`config.mk`:
```
export PLATFORM = sky130hd
export DESIGN_NAME = execute_flat
export DESIGN_NICKNAME = d
export VERILOG_FILES = /design/src/design/proc_pkg.sv /design/src/design/hazard_if.sv /design/src/design/execute.sv /design/src/flat_wrapper.sv
export SDC_FILE = /design/constraint.sdc
export NUM_CORES = 1
export LEC_CHECK = 0
export BUFFER_PORTS_ARGS = -buffer_cell sky130_fd_sc_hd__buf_4
export CAP_MARGIN = 20
export CORE_UTILIZATION = 55
export DETAILED_ROUTE_END_ITERATION = 6
export GPL_TIMING_DRIVEN = 0
export PLACE_DENSITY = 0.87
export REMOVE_ABC_BUFFERS = 1
export SLEW_MARGIN = 20
export SYNTH_ARGS = -nofsm -noshare
export SYNTH_HDL_FRONTEND = slang
export SYNTH_SLANG_ARGS = --single-unit
```
`constraint.sdc`:
```
create_clock -name clk -period 0.9 [get_ports clk]
set_input_delay 0.045 -clock clk [delete_from_list [all_inputs] [get_ports clk]]
set_output_delay 0.045 -clock clk [all_outputs]
set_load 0.1 [all_outputs]
```
`src/design/proc_pkg.sv`:
```
// widths, memory sizes, opcode and select enums, instruction fields and pipeline structs
package proc_pkg;

	localparam int XLEN       = 32;
	localparam int REG_ADDR_W = 5;
	localparam int IMEM_WORDS = 64;
	localparam int DMEM_WORDS = 64;
	localparam int IMEM_AW    = $clog2(IMEM_WORDS);
	localparam int DMEM_AW    = $clog2(DMEM_WORDS);

	typedef logic [XLEN-1:0]       data_t;
	typedef logic [REG_ADDR_W-1:0] reg_addr_t;

	// rv32 field layout, msb first
	typedef struct packed {
		logic [6:0] funct7;
		reg_addr_t  rs2;
		reg_addr_t  rs1;
		logic [2:0] funct3;
		reg_addr_t  rd;
		logic [6:0] opcode;
	} instr_t;

	localparam instr_t EBREAK_INSTR = 32'h0010_0073;
	// addi x0,x0,0
	localparam instr_t NOP_INSTR    = 32'h0000_0013;

	typedef enum logic [6:0] {
		OP     = 7'b0110011,
		OP_IMM = 7'b0010011,
		LOAD   = 7'b0000011,
		STORE  = 7'b0100011,
		BRANCH = 7'b1100011,
		SYSTEM = 7'b1110011
	} opcode_t;

	typedef enum logic [2:0] {ALU_ADD, ALU_SUB, ALU_AND, ALU_OR, ALU_XOR} alu_op_t;
	typedef enum logic [1:0] {FWD_NONE, FWD_MEM, FWD_WB} fwd_sel_t;
	typedef enum logic [1:0] {BR_REG, BR_MEM, BR_WB} br_fwd_t;

	typedef struct packed {
		data_t  pc;
		instr_t instr;
	} if_id_t;

	typedef struct packed {
		instr_t  instr;
		alu_op_t alu_op;
		data_t   rs1_val;
		data_t   rs2_val;
		data_t   imm;
		logic    rd_wren;
		logic    mem_rd;
		logic    mem_wr;
	} id_ex_t;

	typedef struct packed {
		instr_t instr;
		data_t  alu_res;
		data_t  st_data;
		logic   rd_wren;
		logic   mem_rd;
		logic   mem_wr;
	} ex_mem_t;

	typedef struct packed {
		instr_t instr;
		data_t  alu_res;
		data_t  ld_data;
		logic   rd_wren;
		logic   mem_rd;
	} mem_wb_t;

	// empty pipeline slots
	localparam if_id_t  IF_ID_BUBBLE  = '{pc: '0, instr: NOP_INSTR};
	localparam id_ex_t  ID_EX_BUBBLE  = '{instr: NOP_INSTR, alu_op: ALU_ADD, default: '0};
	localparam ex_mem_t EX_MEM_BUBBLE = '{instr: NOP_INSTR, default: '0};
	localparam mem_wb_t MEM_WB_BUBBLE = '{instr: NOP_INSTR, default: '0};

	typedef enum logic [2:0] {
		BRK_IDLE,
		BRK_CNT_1,
		BRK_CNT_2,
		BRK_CNT_3,
		BRK_WAIT
	} brk_state_t;

endpackage

```
`src/design/hazard_if.sv`:
```
// hazard control interface with stall, flush and forward selects and per-stage modports
`timescale 1ns/1ps

interface hazard_if;

	// hold pc and if/id
	logic stall_fetch;
	// taken branch, bubble into if/id
	logic flush_fetch;
	logic bubble_decode;

	// execute operand selects
	proc_pkg::fwd_sel_t fwd_a;
	proc_pkg::fwd_sel_t fwd_b;

	// branch compare operand selects
	proc_pkg::br_fwd_t br_fwd_1;
	proc_pkg::br_fwd_t br_fwd_2;

	modport ctrl (
		output stall_fetch, flush_fetch, bubble_decode,
		output fwd_a, fwd_b, br_fwd_1, br_fwd_2
	);

	modport fetch (input stall_fetch, flush_fetch);

	modport decode (input bubble_decode, br_fwd_1, br_fwd_2);

	modport execute (input fwd_a, fwd_b);

endinterface

```
`src/design/execute.sv`:
```
// execute stage with operand forwarding, alu and ex/mem register
`timescale 1ns/1ps

module execute (
	input  logic              clk,
	input  logic              rst_n,
	input  proc_pkg::id_ex_t  id_ex,
	hazard_if.execute         hz,
	input  proc_pkg::data_t   mem_fwd_data,
	input  proc_pkg::data_t   wb_data,
	output proc_pkg::ex_mem_t ex_mem
);

	proc_pkg::data_t op_a;
	proc_pkg::data_t op_b;
	proc_pkg::data_t rs2_fwd;
	proc_pkg::data_t alu_res;
	logic            use_imm;

	function automatic proc_pkg::data_t fwd_pick(
		input proc_pkg::fwd_sel_t sel,
		input proc_pkg::data_t    reg_val,
		input proc_pkg::data_t    mem_val,
		input proc_pkg::data_t    wb_val
	);
		case (sel)
			proc_pkg::FWD_MEM: return mem_val;
			proc_pkg::FWD_WB:  return wb_val;
			default:           return reg_val;
		endcase
	endfunction

	assign op_a    = fwd_pick(hz.fwd_a, id_ex.rs1_val, mem_fwd_data, wb_data);
	// also the store data
	assign rs2_fwd = fwd_pick(hz.fwd_b, id_ex.rs2_val, mem_fwd_data, wb_data);

	assign use_imm = id_ex.instr.opcode inside {proc_pkg::OP_IMM, proc_pkg::LOAD, proc_pkg::STORE};
	assign op_b    = use_imm ? id_ex.imm : rs2_fwd;

	always_comb begin
		case (id_ex.alu_op)
			proc_pkg::ALU_SUB: alu_res = op_a - op_b;
			proc_pkg::ALU_AND: alu_res = op_a & op_b;
			proc_pkg::ALU_OR:  alu_res = op_a | op_b;
			proc_pkg::ALU_XOR: alu_res = op_a ^ op_b;
			default:           alu_res = op_a + op_b;
		endcase
	end

	always_ff @(posedge clk or negedge rst_n) begin
		if (!rst_n) begin
			ex_mem <= proc_pkg::EX_MEM_BUBBLE;
		end else begin
			ex_mem <= '{
				instr:   id_ex.instr,
				alu_res: alu_res,
				st_data: rs2_fwd,
				rd_wren: id_ex.rd_wren,
				mem_rd:  id_ex.mem_rd,
				mem_wr:  id_ex.mem_wr
			};
		end
	end

endmodule

```
`src/flat_wrapper.sv`:
```
// flat-port wrapper written by rule: the top's interface ports become plain ports
module execute_flat 
  (clk, rst_n, id_ex, mem_fwd_data, wb_data, ex_mem, hz_fwd_a, hz_fwd_b);
  hazard_if hz_i ();
  input  logic clk;
  input  logic rst_n;
  input  proc_pkg::id_ex_t id_ex;
  input  proc_pkg::data_t mem_fwd_data;
  input  proc_pkg::data_t wb_data;
  output proc_pkg::ex_mem_t ex_mem;
  input wire logic [$bits(hz_i.fwd_a)-1:0] hz_fwd_a;
  input wire logic [$bits(hz_i.fwd_b)-1:0] hz_fwd_b;
  assign hz_i.fwd_a = hz_fwd_a;
  assign hz_i.fwd_b = hz_fwd_b;
  execute u_core (.clk(clk), .rst_n(rst_n), .id_ex(id_ex), .hz(hz_i), .mem_fwd_data(mem_fwd_data), .wb_data(wb_data), .ex_mem(ex_mem));
endmodule
```
==> reports/summary.txt, run 1 <==
largest net degree at the start of global routing -> 100
failing step -> global routing (5_1_grt)
Clock Path Buffers -> 2
Main synth FF type -> dfrtp_1
First Error -> [ERROR DPL-0038] Utilization greater than 100%, impossible to legalize
Sink Count -> 99
Area contributors post-synth -> dfrtp_1, ha_1, a22oi_1, xnor2_1, a21oi_1
Syn Area/Cell -> 8.525 um^2
die span in x -> 125.9 um
CTS Buf Count -> 9
async set or reset register ratio after synthesis -> 100.0%
status -> stopped before the end
synthesis-stage register bit count -> 99
number of synthesis warnings -> 0
Synth Cell Area -> 8448 um^2
largest area contributor in the netlist -> dfrtp_1
Synth Instances -> 991
Post-synth EDFFs -> 0
I/O Buffers -> 302
WEP type -> sequential cell input
Seq/Total Area, Yosys -> 29.37%
Ports -> 303
number of H-tree levels -> 3
post-synth top area share -> 28.44%
Starting Density -> 57.26%
die height -> 125.9 um
GRT worst endpoint -> u_core.ex_mem[65]$_DFF_PN0_/D
Post-DP HPWL -> 21430 um
Synth cell types -> 66
root buffer cell -> clkbuf_16
Row Count -> 44
GP Congestion -> 0.9445
pre-CTS setup slack -> -4.730 ns
cell usage after synthesis, drive strengths merged, types with 7 or more instances:
cell type  instances
ha               107
dfrtp             96
nand2             93
o21ai             88
inv               84
a21oi             70
a22oi             61
nor2              60
xnor2             40
mux2i             37
clkbuf            33
buf               17
o22ai             17
nand3             16
xor2              16
nor3              14
o31ai             13
a211oi            11
a21o              11
and2              10
nand2b             8
nor2b              8
nand4              7
o211ai             7
o221ai             7
logic make-up after synthesis:
group | Yosys count | synth area share [%]
mux | 37 | 4.651
buf+inv | 134 | 6.428
fa+ha+maj | 108 | 16.08
flops | 99 | 29.37
compound gates | 324 | 24.96
xor+xnor | 56 | 5.806
simple gates | 233 | 12.71
timing repair:
| action | 4_1_cts |
|---|---|
| cloned | 4 |
| pin swaps | 67 |
| hold endpoints to repair | 149 |
| setup endpoints to repair | 161 |
| gates resized for setup | 356 |
| hold buffers | 35 |
| buffers inserted | 63 |
stage by stage:
step	cell area [um^2]	util (%)	TNS (ns)	std cells
after global placement	10720	72.64	-224.83	1427
after CTS	13570	91.98	-79.46	1548
after detailed placement	10830	73.41	-136.49	1431
after floorplan	8220	-	-126.70	941
==> run 2: changes to the inputs <==
- CORE_UTILIZATION: 55 -> 40
- PLACE_DENSITY: 0.87 -> not set
- PLACE_DENSITY_LB_ADDON: not set -> 0.15
==> reports/summary.txt, run 2 <==
Post-synth EDFFs -> 0
largest family of logic cells by synthesized area -> compound AO/OA/AOI/OAI gates
Total GRT Usage -> 32.34%
Row Count -> 52
CTS clock-pin slew for the worst setup and hold paths -> 0.09 ns
maximum vdd drop -> 1.570 mV
non-filler cells, final -> 1689
CP max stage delay -> 0.38 ns
final worst-path cycle share -> 429.2%
Die ar. -> 21710 um^2
total gr overflow -> 0
Min-Delay Path Class -> input pin to async pin
Final Max Tran Viols -> 0
crit path cell chain -> buf_8 > inv_4 > ha_4 > buf_16 > a22oi_2 > o21ai_4 > mux2i_4 > ha_4 > o2111ai_4 > nand2b_4 > nor2_4 > nand4_1 > o31ai_2 > xnor2_1 > ha_2 > nand3_4 > nor2_4 > nand3_2 > o221ai_2 > a41oi_2 > o21a_1 > o211ai_1 > xnor2_1 > o221ai_1
Post-CTS Hold Fix Bufs -> 35
GP Congestion -> 0.8931
die span in x -> 147.3 um
Post-Route WL -> 37830 um
sequential power share -> 20.1%
1st-iter DRT viols -> 621
Reg area -> 2481 um^2
Crit Path Class -> input pin to flip-flop
Synth Area in Adders -> 16.08%
WP buf/inv -> 3
routed vias/inst -> 5.700
Starting Density -> 41.22%
layout cells sized above 1 -> 44.01%
Synth Cell Area -> 8448 um^2
Switch Pwr -> 14630 uW
filler cell count -> 1454
Seq/Total Area, Yosys -> 29.37%
mux share of post-synthesis cell area -> 4.650%
crit path DAT -> 4.06 ns
TritonCTS clock tree -> done
final setup violation count -> 134
RSZ-0062 raised after global routing -> true
most frequent cells in the layout -> buf_4, dfrtp_1, ha_1
Final Hold Viols -> 115
part of the power in combinational logic -> 65.4%
crit path max fanout -> 5
Synth cell types -> 66
Area contributors post-synth -> dfrtp_1, ha_1, a22oi_1, xnor2_1, a21oi_1
most flop-heavy register -> u_core.ex_mem
simple-gate share of the synthesized area -> 12.71%
hold_ws -> -0.2143 ns
Crit. End Element -> flip-flop
CP startpoint kind -> input pin
Post-DP HPWL -> 22520 um
initial antenna violation count -> 1
status -> finished with violations
Area growth, synth to finish -> 73.96%
f_max -> 258.9 MHz
core area -> 20490 um^2
detailed-router iteration count before antenna repair -> 5
post-synth top area share -> 28.44%
root buffer cell -> clkbuf_16
largest net degree at the start of global routing -> 100
Multi-input gate area -> 6553 um^2
nets -> 1725
max FFs per register -> 99
final worst slack -> -2.962 ns
die height -> 147.3 um
Final min period -> 3.862 ns
I/O Buffers -> 302
Sink Count -> 99
Ports -> 303
most common cell in the netlist -> ha_1
number of synthesis warnings -> 0
CP required -> 1.09 ns
failing checks -> negative hold slack, negative setup slack
Sw Share -> 50.60%
largest registers -> u_core.ex_mem (99)
largest area contributor in the netlist -> dfrtp_1
proportion of power drawn by the clock network -> 14.5%
Slowest cell on crit path -> ha_2
via count -> 9627
CTS Buf Count -> 9
Main synth FF type -> dfrtp_1
xor-xnor portion of the synthesized cell area -> 5.806%
first-pass GRT wire length -> 53320 um
post-synthesis compound-gate area fraction -> 24.96%
async set or reset register ratio after synthesis -> 100.0%
# DRC -> 0
number of H-tree levels -> 3
Syn Area/Cell -> 8.525 um^2
Top Family by Delay on Critical Path -> compound AO/OA/AOI/OAI gates
drt wl/cell -> 22.40 um
Clock Path Buffers -> 2
Slew headroom -> 34.42%
synthesis-stage register bit count -> 99
Design Area, Final -> 14700 um^2
Cell Pwr Density -> 1967 nW/um^2
P_int -> 14280 uW
antenna viol nets, final -> 0
Lkg Pwr -> 0.006925 uW
commonest non-fill, non-tap cell in the layout -> buf_4
vias in the first global route -> 9578
Worst-Margin Slew -> 0.9836 ns
placed cell count -> 1517
fin util -> 71.71%
Commonest cells post-synth -> ha_1, dfrtp_1, nand2_1
cell area after placement -> 10960 um^2
Synth Instances -> 991
maxcap violations -> 0
## run 2: cell counts after synthesis
Identical to the previous run, type by type.
## run 2: power by group through the flow
stage	Sequential [uW]	Combinational, uW	Clock, uW
global route	5870	19800	4370
detailed placement	5540	14300	0
finish	5810	18900	4200
global placement	5540	14200	0
floorplan	11400	4670	0
CTS	5770	17100	4200
## run 2: logic make-up after synthesis
family	after synthesis
XOR/XNOR	56
multiplexers	37
flip-flops	99
AO/OA/AOI/OAI	324
AND/OR/NAND/NOR	233
buffers and inverters	134
adder cells (fa/ha/maj)	108
## run 2: layer usage
metal  up-vias  part of all wire, %  track usage (%)
li1       4390                    -                -
met1      4666                   39            39.40
met2       489                   49            55.47
met3        82                  7.7            5.839
met4         0                  3.7            14.43
met5         -                    0                0
## run 2: cell type report
type                    count  area share (%)
flip-flops and latches     99           16.88
clock inverters             7          0.5193
inverters                  84           2.214
multi-input cells         760           44.59
diodes                      1         0.01703
well taps                 270           2.299
repair buffers            459           31.95
clock buffers               9           1.532
## run 2: path summary, 6_finish.rpt
kind                        startpoint                 to  slack, ns  depth (start not counted)
hold / removal                   rst_n  u_core.ex_mem[15]      -0.21                          1
setup / recovery           hz_fwd_b[1]  u_core.ex_mem[63]      -2.96                         24
max in group asynchronous        rst_n  u_core.ex_mem[75]       0.43                          1
min in group clk             id_ex[63]  u_core.ex_mem[31]      -0.08                          3
## run 2: repair_timing
action	in CTS	in global routing
setup endpoints to repair	161	150
buffers inserted	76	41
gates resized for setup	365	115
pin swaps	73	97
cloned	4	0
hold endpoints to repair	152	114
## run 2: through the flow
step / setup slack, ns / TNS (ns) / power (uW)
3_3_place_gp: -5.903 / -246.73 / 19690
3_5_place_dp: -5.104 / -145.49 / 19860
4_1_cts: -2.812 / -79.88 / 27110
6_report: -2.962 / -85.84 / 28910
2_1_floorplan: -3.878 / -126.70 / 16040
5_1_grt: -3.119 / -91.17 / 30000
No activity file was read; power rests on OpenSTA's default activity.
==> run 3: changes to the inputs <==
- clock period: 0.9 -> 3.2 ns (I/O delays scaled with it)
==> reports/summary.txt, run 3 (same netlist as run 2, synthesis figures left out) <==
status -> finished with violations
failing checks -> negative setup slack
Final Max Tran Viols -> 0
Total GRT Usage -> 31.32%
Min-Delay Path Class -> input pin to flip-flop
crit path max fanout -> 7
# DRC -> 0
detailed-router iteration count before antenna repair -> 5
die height -> 147.3 um
first-pass GRT wire length -> 51760 um
Post-DP HPWL -> 22520 um
Slowest cell on crit path -> ha_1
RSZ-0062 raised after global routing -> true
hold_ws -> 0.04087 ns
nets -> 1712
Top Family by Delay on Critical Path -> compound AO/OA/AOI/OAI gates
most flop-heavy register -> u_core.ex_mem
final worst slack -> -0.7593 ns
Crit Path Class -> input pin to flip-flop
Sink Count -> 99
# diodes -> 0
f_max -> 252.6 MHz
largest net degree at the start of global routing -> 100
Die ar. -> 21710 um^2
maximum vdd drop -> 0.3977 mV
max FFs per register -> 99
core area -> 20490 um^2
CP max stage delay -> 0.35 ns
Clock Path Buffers -> 2
final setup violation count -> 23
Slew headroom -> 17.50%
CTS clock-pin slew for the worst setup and hold paths -> 0.08 ns
1st-iter DRT viols -> 579
Area growth, synth to finish -> 58.90%
die span in x -> 147.3 um
GP Congestion -> 0.8931
Ports -> 303
CP startpoint kind -> input pin
routed vias/inst -> 5.532
final worst-path cycle share -> 123.7%
Starting Density -> 41.22%
Final min period -> 3.959 ns
TritonCTS clock tree -> done
antenna viol nets, final -> 0
I/O Buffers -> 302
CP required -> 3.36 ns
Worst-Margin Slew -> 1.237 ns
vias in the first global route -> 9216
drt wl/cell -> 20.71 um
Lkg Pwr -> 0.006497 uW
total gr overflow -> 0
maxcap violations -> 0
Post-Route WL -> 34690 um
crit path DAT -> 4.12 ns
Total Power -> 7421 uW
commonest non-fill, non-tap cell in the layout -> buf_4
largest registers -> u_core.ex_mem (99)
root buffer cell -> clkbuf_16
Cell Pwr Density -> 552.8 nW/um^2
via count -> 9266
number of H-tree levels -> 3
WP buf/inv -> 6
most frequent cells in the layout -> buf_4, dfrtp_1, ha_1
Row Count -> 52
Crit. End Element -> flip-flop
layout cells sized above 1 -> 40.64%
crit path cell chain -> buf_6 > inv_4 > ha_4 > buf_16 > buf_12 > nand2_2 > o21ai_2 > o31ai_4 > and2_4 > nand4_1 > o31ai_2 > xnor2_1 > ha_1 > a21o_1 > a21o_1 > a21oi_2 > o221ai_2 > a41oi_2 > o21a_1 > buf_4 > buf_4 > xor2_1 > a21oi_1
initial antenna violation count -> 0
CTS Buf Count -> 9
Final Hold Viols -> 0
[run 3: path summary, 6_finish.rpt]
path,from,to,slack [ns],depth (start not counted)
setup / recovery,hz_fwd_b[0],u_core.ex_mem[59],-0.76,23
hold / removal,id_ex[63],u_core.ex_mem[31],0.04,3
max in group asynchronous,rst_n,u_core.ex_mem[91],2.04,2
min in group asynchronous,rst_n,u_core.ex_mem[42],0.44,2
[run 3: what timing repair did]
action,4_1_cts,5_1_grt
gates cloned,4,0
hold buffers,36,0
endpoints found under the hold margin,131,0
pin swaps,68,68
buffers inserted,76,26
setup endpoints to repair,30,23
gates resized for setup,139,46
[run 3: area by class of cell]
cell class	count	area, um^2
clock inverters	7	76.32
repair buffers	446	3685
multi-input cells	760	6299
clock buffers	9	225.2
inverters	84	320.3
fillers	1689	7071
flip-flops and latches	99	2481
well taps	270	337.8
[run 3: power by group]
part           switching (uW)  internal [uW]  leakage (uW)  total [uW]
Sequential               68.2           1470       0.00118        1540
Clock                     606            559      0.000149        1170
Combinational            3210           1510       0.00517        4720
Total                    3880           3540       0.00650        7420
[run 3: tightest hold or removal path: stages]
cell and delay (ns):
buf_4 0.08, nand2_1 0.04, o21ai_1 0.08
[run 3: routing by layer]
metal	global-route usage, %	vias to the layer above	share of wire, %
met2	53.25	381	49
met3	5.217	63	6.5
li1	-	4362	-
met4	11.91	0	3.4
met1	39.60	4460	41
met5	0	-	0
[run 3: metrics by stage]
stage	setup TNS, ns	utilization [%]	instance area [um^2]	instances	setup slack (ns)
6_report	-11.80	65.50	13420	1675	-0.7593
5_1_grt	-15.07	65.50	13420	1675	-0.9063
4_1_cts	-8.563	63.14	12940	1649	-0.6415
3_5_place_dp	-59.37	53.46	10960	1517	-2.919
3_3_place_gp	-86.38	52.82	10830	1513	-3.718
2_1_floorplan	-31.21	-	8220	941	-1.693
