==> config.mk <==
export PLATFORM = sky130hd
export DESIGN_NAME = hazard_ctrl_flat
export DESIGN_NICKNAME = d
export VERILOG_FILES = /design/src/design/proc_pkg.sv /design/src/design/hazard_if.sv /design/src/design/hazard_ctrl.sv /design/src/flat_wrapper.sv
export SDC_FILE = /design/constraint.sdc
export NUM_CORES = 1
export LEC_CHECK = 0
export BUFFER_PORTS_ARGS = -buffer_cell sky130_fd_sc_hd__buf_4
export CAP_MARGIN = 20
export CORE_AREA = 2 2 157 159
export DETAILED_ROUTE_END_ITERATION = 12
export DIE_AREA = 0 0 159 161
export GPL_ROUTABILITY_DRIVEN = 0
export GPL_TIMING_DRIVEN = 0
export SLEW_MARGIN = 20
export SYNTH_ARGS = -nofsm -noshare
export SYNTH_HDL_FRONTEND = slang
export SYNTH_SLANG_ARGS = --single-unit
==> constraint.sdc <==
create_clock -name vclk -period 3.05
set_input_delay 0.61 -clock vclk [all_inputs]
set_output_delay 0.61 -clock vclk [all_outputs]
set_load 0.02 [all_outputs]
==> src/design/proc_pkg.sv <==
// widths, memory sizes, opcode and select enums, instruction fields and pipeline structs
package proc_pkg;

	localparam int XLEN       = 32;
	localparam int REG_ADDR_W = 5;
	localparam int IMEM_WORDS = 64;
	localparam int DMEM_WORDS = 64;
	localparam int IMEM_AW    = $clog2(IMEM_WORDS);
	localparam int DMEM_AW    = $clog2(DMEM_WORDS);

	typedef logic [XLEN-1:0]       data_t;
	typedef logic [REG_ADDR_W-1:0] reg_addr_t;

	// rv32 field layout, msb first
	typedef struct packed {
		logic [6:0] funct7;
		reg_addr_t  rs2;
		reg_addr_t  rs1;
		logic [2:0] funct3;
		reg_addr_t  rd;
		logic [6:0] opcode;
	} instr_t;

	localparam instr_t EBREAK_INSTR = 32'h0010_0073;
	// addi x0,x0,0
	localparam instr_t NOP_INSTR    = 32'h0000_0013;

	typedef enum logic [6:0] {
		OP     = 7'b0110011,
		OP_IMM = 7'b0010011,
		LOAD   = 7'b0000011,
		STORE  = 7'b0100011,
		BRANCH = 7'b1100011,
		SYSTEM = 7'b1110011
	} opcode_t;

	typedef enum logic [2:0] {ALU_ADD, ALU_SUB, ALU_AND, ALU_OR, ALU_XOR} alu_op_t;
	typedef enum logic [1:0] {FWD_NONE, FWD_MEM, FWD_WB} fwd_sel_t;
	typedef enum logic [1:0] {BR_REG, BR_MEM, BR_WB} br_fwd_t;

	typedef struct packed {
		data_t  pc;
		instr_t instr;
	} if_id_t;

	typedef struct packed {
		instr_t  instr;
		alu_op_t alu_op;
		data_t   rs1_val;
		data_t   rs2_val;
		data_t   imm;
		logic    rd_wren;
		logic    mem_rd;
		logic    mem_wr;
	} id_ex_t;

	typedef struct packed {
		instr_t instr;
		data_t  alu_res;
		data_t  st_data;
		logic   rd_wren;
		logic   mem_rd;
		logic   mem_wr;
	} ex_mem_t;

	typedef struct packed {
		instr_t instr;
		data_t  alu_res;
		data_t  ld_data;
		logic   rd_wren;
		logic   mem_rd;
	} mem_wb_t;

	// empty pipeline slots
	localparam if_id_t  IF_ID_BUBBLE  = '{pc: '0, instr: NOP_INSTR};
	localparam id_ex_t  ID_EX_BUBBLE  = '{instr: NOP_INSTR, alu_op: ALU_ADD, default: '0};
	localparam ex_mem_t EX_MEM_BUBBLE = '{instr: NOP_INSTR, default: '0};
	localparam mem_wb_t MEM_WB_BUBBLE = '{instr: NOP_INSTR, default: '0};

	typedef enum logic [2:0] {
		BRK_IDLE,
		BRK_CNT_1,
		BRK_CNT_2,
		BRK_CNT_3,
		BRK_WAIT
	} brk_state_t;

endpackage

==> src/design/hazard_if.sv <==
// hazard control interface with stall, flush and forward selects and per-stage modports
`timescale 1ns/1ps

interface hazard_if;

	// hold pc and if/id
	logic stall_fetch;
	// taken branch, bubble into if/id
	logic flush_fetch;
	logic bubble_decode;

	// execute operand selects
	proc_pkg::fwd_sel_t fwd_a;
	proc_pkg::fwd_sel_t fwd_b;

	// branch compare operand selects
	proc_pkg::br_fwd_t br_fwd_1;
	proc_pkg::br_fwd_t br_fwd_2;

	modport ctrl (
		output stall_fetch, flush_fetch, bubble_decode,
		output fwd_a, fwd_b, br_fwd_1, br_fwd_2
	);

	modport fetch (input stall_fetch, flush_fetch);

	modport decode (input bubble_decode, br_fwd_1, br_fwd_2);

	modport execute (input fwd_a, fwd_b);

endinterface

==> src/design/hazard_ctrl.sv <==
// hazard controller for forward selects, load-use and branch-use stalls and branch flush
`timescale 1ns/1ps

module hazard_ctrl (
	input  proc_pkg::if_id_t  if_id,
	input  proc_pkg::id_ex_t  id_ex,
	input  proc_pkg::ex_mem_t ex_mem,
	input  proc_pkg::mem_wb_t mem_wb,
	input  logic              br_taken,
	hazard_if.ctrl            hz
);

	proc_pkg::instr_t d;
	proc_pkg::instr_t x;
	logic             d_rs1;
	logic             d_rs2;
	logic             load_use;
	logic             branch_use;
	logic             stall;

	function automatic logic hit(
		input proc_pkg::reg_addr_t rs,
		input proc_pkg::reg_addr_t rd,
		input logic                wren
	);
		return wren && rd != '0 && rd == rs;
	endfunction

	function automatic logic uses_rs1(input logic [6:0] opcode);
		return opcode inside {proc_pkg::OP, proc_pkg::OP_IMM, proc_pkg::LOAD,
			proc_pkg::STORE, proc_pkg::BRANCH};
	endfunction

	function automatic logic uses_rs2(input logic [6:0] opcode);
		return opcode inside {proc_pkg::OP, proc_pkg::STORE, proc_pkg::BRANCH};
	endfunction

	assign d     = if_id.instr;
	assign x     = id_ex.instr;
	assign d_rs1 = uses_rs1(d.opcode);
	assign d_rs2 = uses_rs2(d.opcode);

	// load result not ready until write-back
	assign load_use = id_ex.mem_rd &&
		((d_rs1 && hit(d.rs1, x.rd, id_ex.rd_wren)) ||
		 (d_rs2 && hit(d.rs2, x.rd, id_ex.rd_wren)));

	// branch compares in decode, so execute results and loads in memory are too late
	assign branch_use = (d.opcode == proc_pkg::BRANCH) &&
		(hit(d.rs1, x.rd, id_ex.rd_wren) || hit(d.rs2, x.rd, id_ex.rd_wren) ||
		 (ex_mem.mem_rd && (hit(d.rs1, ex_mem.instr.rd, ex_mem.rd_wren) ||
		                    hit(d.rs2, ex_mem.instr.rd, ex_mem.rd_wren))));

	assign stall            = load_use || branch_use;
	assign hz.stall_fetch   = stall;
	assign hz.bubble_decode = stall;
	// stale compare while stalled
	assign hz.flush_fetch   = br_taken && !stall;

	always_comb begin
		hz.fwd_a = proc_pkg::FWD_NONE;
		if (hit(x.rs1, ex_mem.instr.rd, ex_mem.rd_wren)) begin
			hz.fwd_a = proc_pkg::FWD_MEM;
		end else if (hit(x.rs1, mem_wb.instr.rd, mem_wb.rd_wren)) begin
			hz.fwd_a = proc_pkg::FWD_WB;
		end

		hz.fwd_b = proc_pkg::FWD_NONE;
		if (hit(x.rs2, ex_mem.instr.rd, ex_mem.rd_wren)) begin
			hz.fwd_b = proc_pkg::FWD_MEM;
		end else if (hit(x.rs2, mem_wb.instr.rd, mem_wb.rd_wren)) begin
			hz.fwd_b = proc_pkg::FWD_WB;
		end
	end

	always_comb begin
		hz.br_fwd_1 = proc_pkg::BR_REG;
		if (hit(d.rs1, ex_mem.instr.rd, ex_mem.rd_wren && !ex_mem.mem_rd)) begin
			hz.br_fwd_1 = proc_pkg::BR_MEM;
		end else if (hit(d.rs1, mem_wb.instr.rd, mem_wb.rd_wren)) begin
			hz.br_fwd_1 = proc_pkg::BR_WB;
		end

		hz.br_fwd_2 = proc_pkg::BR_REG;
		if (hit(d.rs2, ex_mem.instr.rd, ex_mem.rd_wren && !ex_mem.mem_rd)) begin
			hz.br_fwd_2 = proc_pkg::BR_MEM;
		end else if (hit(d.rs2, mem_wb.instr.rd, mem_wb.rd_wren)) begin
			hz.br_fwd_2 = proc_pkg::BR_WB;
		end
	end

endmodule

==> src/flat_wrapper.sv <==
// flat-port wrapper written by rule: the top's interface ports become plain ports
module hazard_ctrl_flat 
  (if_id, id_ex, ex_mem, mem_wb, br_taken, hz_stall_fetch, hz_flush_fetch, hz_bubble_decode, hz_fwd_a, hz_fwd_b, hz_br_fwd_1, hz_br_fwd_2);
  hazard_if hz_i ();
  input  proc_pkg::if_id_t if_id;
  input  proc_pkg::id_ex_t id_ex;
  input  proc_pkg::ex_mem_t ex_mem;
  input  proc_pkg::mem_wb_t mem_wb;
  input  logic br_taken;
  output wire logic [$bits(hz_i.stall_fetch)-1:0] hz_stall_fetch;
  output wire logic [$bits(hz_i.flush_fetch)-1:0] hz_flush_fetch;
  output wire logic [$bits(hz_i.bubble_decode)-1:0] hz_bubble_decode;
  output wire logic [$bits(hz_i.fwd_a)-1:0] hz_fwd_a;
  output wire logic [$bits(hz_i.fwd_b)-1:0] hz_fwd_b;
  output wire logic [$bits(hz_i.br_fwd_1)-1:0] hz_br_fwd_1;
  output wire logic [$bits(hz_i.br_fwd_2)-1:0] hz_br_fwd_2;
  assign hz_stall_fetch = hz_i.stall_fetch;
  assign hz_flush_fetch = hz_i.flush_fetch;
  assign hz_bubble_decode = hz_i.bubble_decode;
  assign hz_fwd_a = hz_i.fwd_a;
  assign hz_fwd_b = hz_i.fwd_b;
  assign hz_br_fwd_1 = hz_i.br_fwd_1;
  assign hz_br_fwd_2 = hz_i.br_fwd_2;
  hazard_ctrl u_core (.if_id(if_id), .id_ex(id_ex), .ex_mem(ex_mem), .mem_wb(mem_wb), .br_taken(br_taken), .hz(hz_i));
endmodule
# Word level (Yosys, flattened, before mapping)
# Index checks and enable logic that the tools add are counted.
[classes] eq_ne=15 n_mux=8 reduce_logical=35
[ops] op="$eq A5 B5 Y1" n=10
[ops] op="$logic_and A1 B1 Y1" n=23
[ops] op="$reduce_bool A5 Y1" n=4
[ops] op="$mux W2" n=8
[ops] op="$eq A7 B6 Y1 const B" n=2
[ops] op="$eq A7 B2 Y1 const B" n=1
[ops] op="$eq A7 B5 Y1 const B" n=1
[ops] op="$eq A7 B7 Y1 const B" n=1
[ops] op="$logic_or A1 B1 Y1" n=5
[ops] op="$reduce_bool A3 Y1" n=1
[ops] op="$logic_not A1 Y1" n=2
[totals] reg_bits=0 input_bits=396 output_inout_bits=11 wordCells=58

# Longest topological paths before layout
# Gate-level depths: netlist (run 1).
[depth] ltp_word=10 ltp_mapped=7 mapped_depth_nobuf=5

# Worst setup path after synthesis (run 1)
# OpenSTA, ideal clock, no wires.
[synth_timing] kind="input to output" startpoint="input port ex_mem[77] (netlist bit)" endpoint="output port hz_flush_fetch" arrival_time_ns=2.254 required_ns=2.440 slack_ns=0.186 cell_stages=5 path_buffers=1 path_cell_list="buf_2 -> or4_4 -> o21ai_4 -> a211oi_1 -> nor4b_1"
[synth_via] elab_chain_cells=10
[synth_rtl] element="start, declared" line_no="flat_wrapper.sv:7" source="input proc_pkg::ex_mem_t ex_mem;"
[synth_rtl] element="$reduce_bool A5 Y1" line_no="hazard_ctrl.sv:26" source="return wren && rd != '0 && rd == rs;"
[synth_rtl] element="$logic_and A1 B1 Y1 (2 in a row)" line_no="hazard_ctrl.sv:26"
[synth_rtl] element="$logic_or A1 B1 Y1 (*)" line_no="hazard_ctrl.sv:51" source="(ex_mem.mem_rd && (hit(d.rs1, ex_mem.instr.rd, ex_mem.rd_wren) ||"
[synth_rtl] element="$logic_and A1 B1 Y1 (*)" line_no="hazard_ctrl.sv:51"
[synth_rtl] element="$logic_or A1 B1 Y1 (*)" line_no="hazard_ctrl.sv:50" source="(hit(d.rs1, x.rd, id_ex.rd_wren) || hit(d.rs2, x.rd, id_ex.rd_wren) ||"
[synth_rtl] element="$logic_and A1 B1 Y1 (*)" line_no="hazard_ctrl.sv:49" source="assign branch_use = (d.opcode == proc_pkg::BRANCH) &&"
[synth_rtl] element="$logic_or A1 B1 Y1 (*)" line_no="hazard_ctrl.sv:54" source="assign stall = load_use || branch_use;"
[synth_rtl] element="$logic_not A1 Y1 (*)" line_no="hazard_ctrl.sv:58" source="assign hz.flush_fetch = br_taken && !stall;"
[synth_rtl] element="$logic_and A1 B1 Y1 (*)" line_no="hazard_ctrl.sv:58"
[synth_rtl] element="end, declared" line_no="flat_wrapper.sv:11" source="output wire logic [$bits(hz_i.flush_fetch)-1:0] hz_flush_fetch;"
# Mark *: on every way between the ends. The rest lies on a longest branch, timed or not.

# Worst setup path after layout (run 1)
[layout_timing] startpoint="input port ex_mem[76] (netlist bit)" endpoint="output port hz_stall_fetch"
[layout_via] elab_chain_cells=8
[layout_rtl] element="$reduce_bool A5 Y1" line_no="hazard_ctrl.sv:26"
[layout_rtl] element="$logic_and A1 B1 Y1 (2 in a row)" line_no="hazard_ctrl.sv:26"
[layout_rtl] element="$logic_or A1 B1 Y1 (*)" line_no="hazard_ctrl.sv:51"
[layout_rtl] element="$logic_and A1 B1 Y1 (*)" line_no="hazard_ctrl.sv:51"
[layout_rtl] element="$logic_or A1 B1 Y1 (*)" line_no="hazard_ctrl.sv:50"
[layout_rtl] element="$logic_and A1 B1 Y1 (*)" line_no="hazard_ctrl.sv:49"
[layout_rtl] element="$logic_or A1 B1 Y1 (*)" line_no="hazard_ctrl.sv:54"
[layout_rtl] element="end, declared" line_no="flat_wrapper.sv:10" source="output wire logic [$bits(hz_i.stall_fetch)-1:0] hz_stall_fetch;"
# Marks and branches as above.

==> results of run 1 <==
cell usage in the layout (no fill, tap or decap):
cell	synthesis	routed
a211oi_1	3	3
nor3_1	7	7
nor2b_1	1	1
clkbuf_1	2	2
or3_1	1	1
o211ai_1	1	1
o21ai_0	1	1
inv_1	1	1
nand2_1	3	3
xor2_1	38	38
buf_2	7	7
nor2_1	1	1
or4_1	6	6
or4_4	1	1
nor4_2	4	4
o21ai_1	1	1
nor4b_1	1	1
o21ai_4	1	1
buf_4	1	51
nand4_1	1	1
buf_6	1	1
nor4_1	2	2
xnor2_1	12	12
nand3_1	6	6
area by class of cell:
type,count,area (um2)
buffer,11,61.3
multi-input combinational,91,721
inverter,1,3.75
fill,2889,22400
timing repair buffer,50,375
tap,324,405
per-layer routing:
layer / track usage, % / wire length [um] / vias up
met5: 0 / 8 / -
met4: 0 / 0 / 2
met3: 1.69 / 540 / 2
met2: 6.03 / 2170 / 39
met1: 4.81 / 2260 / 384
li1: - / - / 453
power by group through the flow:
stage | Combinational, mW | Clock, mW | Sequential [mW]
after floorplan | 0.0800 | 0 | 0
after global routing | 0.173 | 0 | 0
final | 0.159 | 0 | 0
after detailed placement | 0.159 | 0 | 0
after CTS | 0.160 | 0 | 0
after global placement | 0.156 | 0 | 0
synth_stat cells:
master / number
a211oi_1: 3
buf_2: 7
buf_4: 1
buf_6: 1
clkbuf_1: 2
inv_1: 1
nand2_1: 3
nand3_1: 6
nand4_1: 1
nor2_1: 1
nor2b_1: 1
nor3_1: 7
nor4_1: 2
nor4_2: 4
nor4b_1: 1
o211ai_1: 1
o21ai_0: 1
o21ai_1: 1
o21ai_4: 1
or3_1: 1
or4_1: 6
or4_4: 1
xnor2_1: 12
xor2_1: 38
logic make-up (layout without fill, tap and decap cells):
| group | Yosys count | in the layout | synth area share (%) |
|---|---|---|---|
| XOR/XNOR | 50 | 50 | 55.7 |
| AO/OA/AOI/OAI | 7 | 7 | 7.17 |
| buffers and inverters | 12 | 62 | 8.28 |
| AND/OR/NAND/NOR | 34 | 34 | 28.8 |
per-stage QoR:
stage | hold WS (ns) | area [um2]
floorplan | 1.32 | 786
global placement | 1.55 | 1560
detailed placement | 1.55 | 1560
CTS | 1.55 | 1560
global route | 1.56 | 1570
finish | 1.54 | 1570
worst min-delay path, cell delays in order:
cell	delay, ns
buf_4	0.09
nor3_1	0.06
buf_4	0.16
timing repair:
item | 4_1_cts | 5_1_grt
buffers inserted | 0 | 1
hold buffers | 0 | 0
endpoints found under the setup margin | 0 | 1
worst paths after layout:
| check | slack, ns | start | to |
|---|---|---|---|
| setup / recovery | 0.11 | ex_mem[76] | hz_stall_fetch |
| hold / removal | 1.54 | ex_mem[1] | hz_br_fwd_2[0] |
==> metrics.cfg, run 1 <==
[setup_path]
worstPathBufferInverterCount=3
crit_fanout=5
crit_arrival_ns=2.33
timing.critical_path.cells=clkbuf_1 -> or4_4 -> o21ai_4 -> a211oi_1 -> or3_1 -> buf_4 -> buf_4
critical-path-top-delay-family=simple AND/OR/NAND/NOR gates
setup.worst_path.start_class=primary input
critPathMostFrequentCell=buf_4
timing.critical_path.required_ns=2.44
worst-path-stages=7
timing_worst_setup_path_type=primary input to output port
timing.critical_path.slowest_stage_cell=or4_4
worst_setup_ep_type=output port
critical_path.max_stage_delay_ns=0.54

[cells_and_area]
area.sequential_um2=0
clockBufferCount=0
number_of_nets_in_the_finished_design=551
flow.area_growth_from_synthesis_pct=99.4
sequential_cell_total=0
instances_no_fill=477
final_util_pct=6.54
drive_above_1_share_pct=42.5
insertedDiodeCount=0

[routing]
drtPass1Iterations=4
finalWirelength_um=4980
initialDrtViolationCount=23
antenna_violating_nets_post_route=0
routedWlPerCell_um=10.4
num_vias=880
drc_violation_count_after_routing=0
vias_per_cell=1.84

[yosys]
post_synthesis_cell_type_count=24
sequential_to_total_area_share_from_yosys_stat_pct=0
yosysTopAreaCell=xor2_1
post_synth_inst_count=103
postSynthAreaPerCell_um2=7.63
netlist_area_um2=786
synth_top_cells_by_area=xor2_1 (42%), xnor2_1 (13%), nor4_2 (6.4%), or4_1 (5.7%), buf_2 (4.5%)
yosysWarnings=0
area_share_of_the_largest_cell_type_after_synthesis_pct=42.4
synthesis.nets=499

[timing]
maxSlewHeadroom_pct=62.2
unrepaired_setup_endpoints_after_global_routing=no
finalCritPeriodShare_pct=96.5
final_critical_path_setup_slack_ns=0.107
report.final.hold_viol_count=0
final-max-slew-violation-count=0
setup_violating_endpoint_count_in_the_final_report=0
achievable-frequency_mhz=340
final.min_clock_period_ns=2.94
fin_setup_tns_ns=0
tightestPinTransition_ns=0.562

[floorplan]
die_height_um=161
io-pin-count=407
die_w_um=159
core-area_um2=24000
die_area_um2=25600
std_cell_rows=57
initial_utilization_pct=3.28

[placement]
place.detailed.instances=476
hpwlAfterDp_um=4620
port_buffers=49
pre_cts_setup_slack_ns=0.0341

[clock_tree]
post_cts_resized=0

[run]
drv_cap=0

[grt]
grt_max_degree=6
grt_pass1_wl_um=6730
grt.overflow.total=0
grt_antenna_before_repair=1
grt_pass1_vias=913
gr-usage-all-layers_pct=3.71

[power]
clockPowerShare_pct=0
internal_power_mw=0.0790
sw_frac_of_total_pct=50.2
cellLeakagePower_nw=0.524
power_mw=0.159
switching_power_summed_over_all_nets_mw=0.0795
worst_ir_drop_vdd_uv=18.8
power.density_nw_per_um2=101
pwr-share-seq_pct=0
combinational_group_share_of_total_power_pct=100.0

[hold_path]
worst_hold_path_type=primary input to output port
min_delay_path_depth=3

[status]
outcome=finished, final reports clean

Note: power is estimated with default switching activity, not from simulation.
==> inputs of run 2 (changes only) <==
--- a/config.mk
+++ b/config.mk
@@ -12,6 +12,7 @@
 export DIE_AREA = 0 0 159 161
 export GPL_ROUTABILITY_DRIVEN = 0
 export GPL_TIMING_DRIVEN = 0
+export SETUP_SLACK_MARGIN = 0.15
 export SLEW_MARGIN = 20
 export SYNTH_ARGS = -nofsm -noshare
 export SYNTH_HDL_FRONTEND = slang
==> run 2 against run 1 <==
Against the previous run: clock-buffer cell count stayed put; hold slack worse by 0.0019 ns; sequential share of layout area stayed put; global-route usage hardly changed; final cell count stayed put; utilization is 0.13 points higher; wire length is 1.2% higher; worst setup slack better by 0.10 ns; combinational power hardly changed; critical path depth stayed put; largest power group unchanged; critical endpoint unchanged; fmax is 3.5% higher; non-clock buffer count stayed put.
==> metrics.cfg, run 2 (synthesis results as in run 1) <==
[setup_path]
critPathMostFrequentCell=buf_6
timing.critical_path.required_ns=2.44  ; about the same
crit_arrival_ns=2.23  ; -0.10 ns
timing_worst_setup_path_type=primary input to output port
setup.worst_path.start_class=primary input
crit_fanout=3  ; -2
worst_setup_ep_type=output port
timing.critical_path.cells=buf_4 -> or4_4 -> o211ai_1 -> a211oi_2 -> or3_4 -> buf_6 -> buf_6
timing.critical_path.slowest_stage_cell=or4_4
critical_path.max_stage_delay_ns=0.50  ; -0.04 ns

[power]
pwr-share-seq_pct=0  ; unchanged
cellLeakagePower_nw=0.530  ; +1.0%
switching_power_summed_over_all_nets_mw=0.0805  ; +1.2%
combinational_group_share_of_total_power_pct=100.0  ; about the same
worst_ir_drop_vdd_uv=18.8  ; about the same
sw_frac_of_total_pct=50.1  ; about the same
clockPowerShare_pct=0  ; unchanged
internal_power_mw=0.0800  ; +1.3%
power.density_nw_per_um2=100  ; -0.74%

[timing]
finalCritPeriodShare_pct=93.2  ; -3.3 points
report.final.hold_viol_count=0  ; unchanged
achievable-frequency_mhz=352  ; +3.5%
unrepaired_setup_endpoints_after_global_routing=no
maxSlewHeadroom_pct=61.9  ; -0.36 points
setup_violating_endpoint_count_in_the_final_report=0  ; unchanged
final_critical_path_setup_slack_ns=0.207  ; +0.100 ns
fin_setup_tns_ns=0  ; unchanged
final-max-slew-violation-count=0  ; unchanged
tightestPinTransition_ns=0.568  ; +0.00537 ns
final.min_clock_period_ns=2.84  ; -0.100 ns

[grt]
grtUsageMet2_pct=6.13  ; +0.099 points
grt_max_degree=6  ; unchanged
grt.overflow.total=0  ; unchanged
grt.met3_usage_pct=1.69  ; unchanged
gr-usage-all-layers_pct=3.75  ; +0.038 points
grt_pass1_vias=914  ; +0.11%
grt_pass1_wl_um=6800  ; +1.0%
grt_antenna_before_repair=1  ; unchanged
global_route.usage.met1_pct=4.84  ; +0.031 points
grt_busiest_layer=met2

[cells_and_area]
layout_common_cells=buf_4 (48), xor2_1 (38), xnor2_1 (12)
insertedDiodeCount=0  ; unchanged
multi_input_area_um2=739  ; +2.6%
nFillCells=2882  ; -0.24%
area.sequential_um2=0  ; unchanged
sequential_cell_total=0  ; unchanged
flow.area_growth_from_synthesis_pct=103
drive_above_1_share_pct=45.8  ; +3.3 points
most_common_library_cell_in_the_layout_ignoring_fill_and_taps=buf_4
number_of_nets_in_the_finished_design=551  ; unchanged
clockBufferCount=0  ; unchanged

[routing]
antenna_violating_nets_post_route=0  ; unchanged
routedWlPerCell_um=10.6  ; +1.2%
drtPass1Iterations=4  ; unchanged
num_vias=901  ; +2.4%
finalWirelength_um=5040  ; +1.2%
drc_violation_count_after_routing=0  ; unchanged
vias_per_cell=1.89  ; +2.4%
initialDrtViolationCount=31  ; +35%

[floorplan]
core-area_um2=24000  ; unchanged
die_area_um2=25600  ; unchanged
initial_utilization_pct=3.28  ; unchanged
io-pin-count=407  ; unchanged
std_cell_rows=57  ; unchanged
die_height_um=161  ; unchanged
die_w_um=159  ; unchanged

[run]
drv_cap=0  ; unchanged

[placement]
hpwlAfterDp_um=4620  ; unchanged
port_buffers=49  ; unchanged
pre_cts_setup_slack_ns=0.0341  ; unchanged

[status]
outcome=finished, final reports clean

[hold_path]
worst_hold_path_type=primary input to output port

[run 2: cell counts in the layout (fill, tap and decap cells not counted)]
Identical to the previous run, type by type.
[run 2: critical path, delay by kind of cell]
| kind | cells | cell delay [ns] |
|---|---|---|
| and+or+nand+nor | 2 | 0.90 |
| AOI/OAI and AO/OA | 2 | 0.35 |
| buffers and inverters | 3 | 0.38 |
[run 2: power by group through the flow]
stage          Sequential (mW)  Clock [mW]  Combinational (mW)
6_report                     0           0               0.161
5_1_grt                      0           0               0.175
4_1_cts                      0           0               0.161
3_5_place_dp                 0           0               0.159
3_3_place_gp                 0           0               0.156
2_1_floorplan                0           0              0.0800
[run 2: repair_timing]
item | CTS | global route
hold buffers | 0 | 0
setup buffers | 1 | 0
endpoints found under the setup margin | 2 | 1
pin swaps | 1 | 5
gates resized for setup | 2 | 6
[run 2: area by class of cell]
cell class,instances,area share (%)
well taps,324,25.4
plain buffers,11,4.15
multi-input cells,91,46.3
repair buffers,50,24.0
inverters,1,0.235
[run 2: final timing paths]
| path | startpoint | endpoint | slack (ns) | cells past startpoint |
|---|---|---|---|---|
| worst max-delay path | id_ex[112] | hz_stall_fetch | 0.21 | 7 |
| worst min-delay path | ex_mem[1] | hz_br_fwd_2[0] | 1.54 | 3 |
[run 2: stage by stage]
stage	hold slack [ns]	util, %	instances	power, mW	cell area (um2)
4_1_cts	1.55	6.56	477	0.161	1570
3_5_place_dp	1.55	6.51	476	0.159	1560
2_1_floorplan	1.32	-	103	0.0800	786
6_report	1.54	6.67	477	0.161	1600
5_1_grt	1.56	6.67	477	0.175	1600
3_3_place_gp	1.55	6.51	476	0.156	1560
[run 2: layer usage]
layer  share of wire, %  vias up
li1                   -      454
met3                 11        2
met1                 44      400
met4                  0        2
met2                 44       43
met5               0.16        -
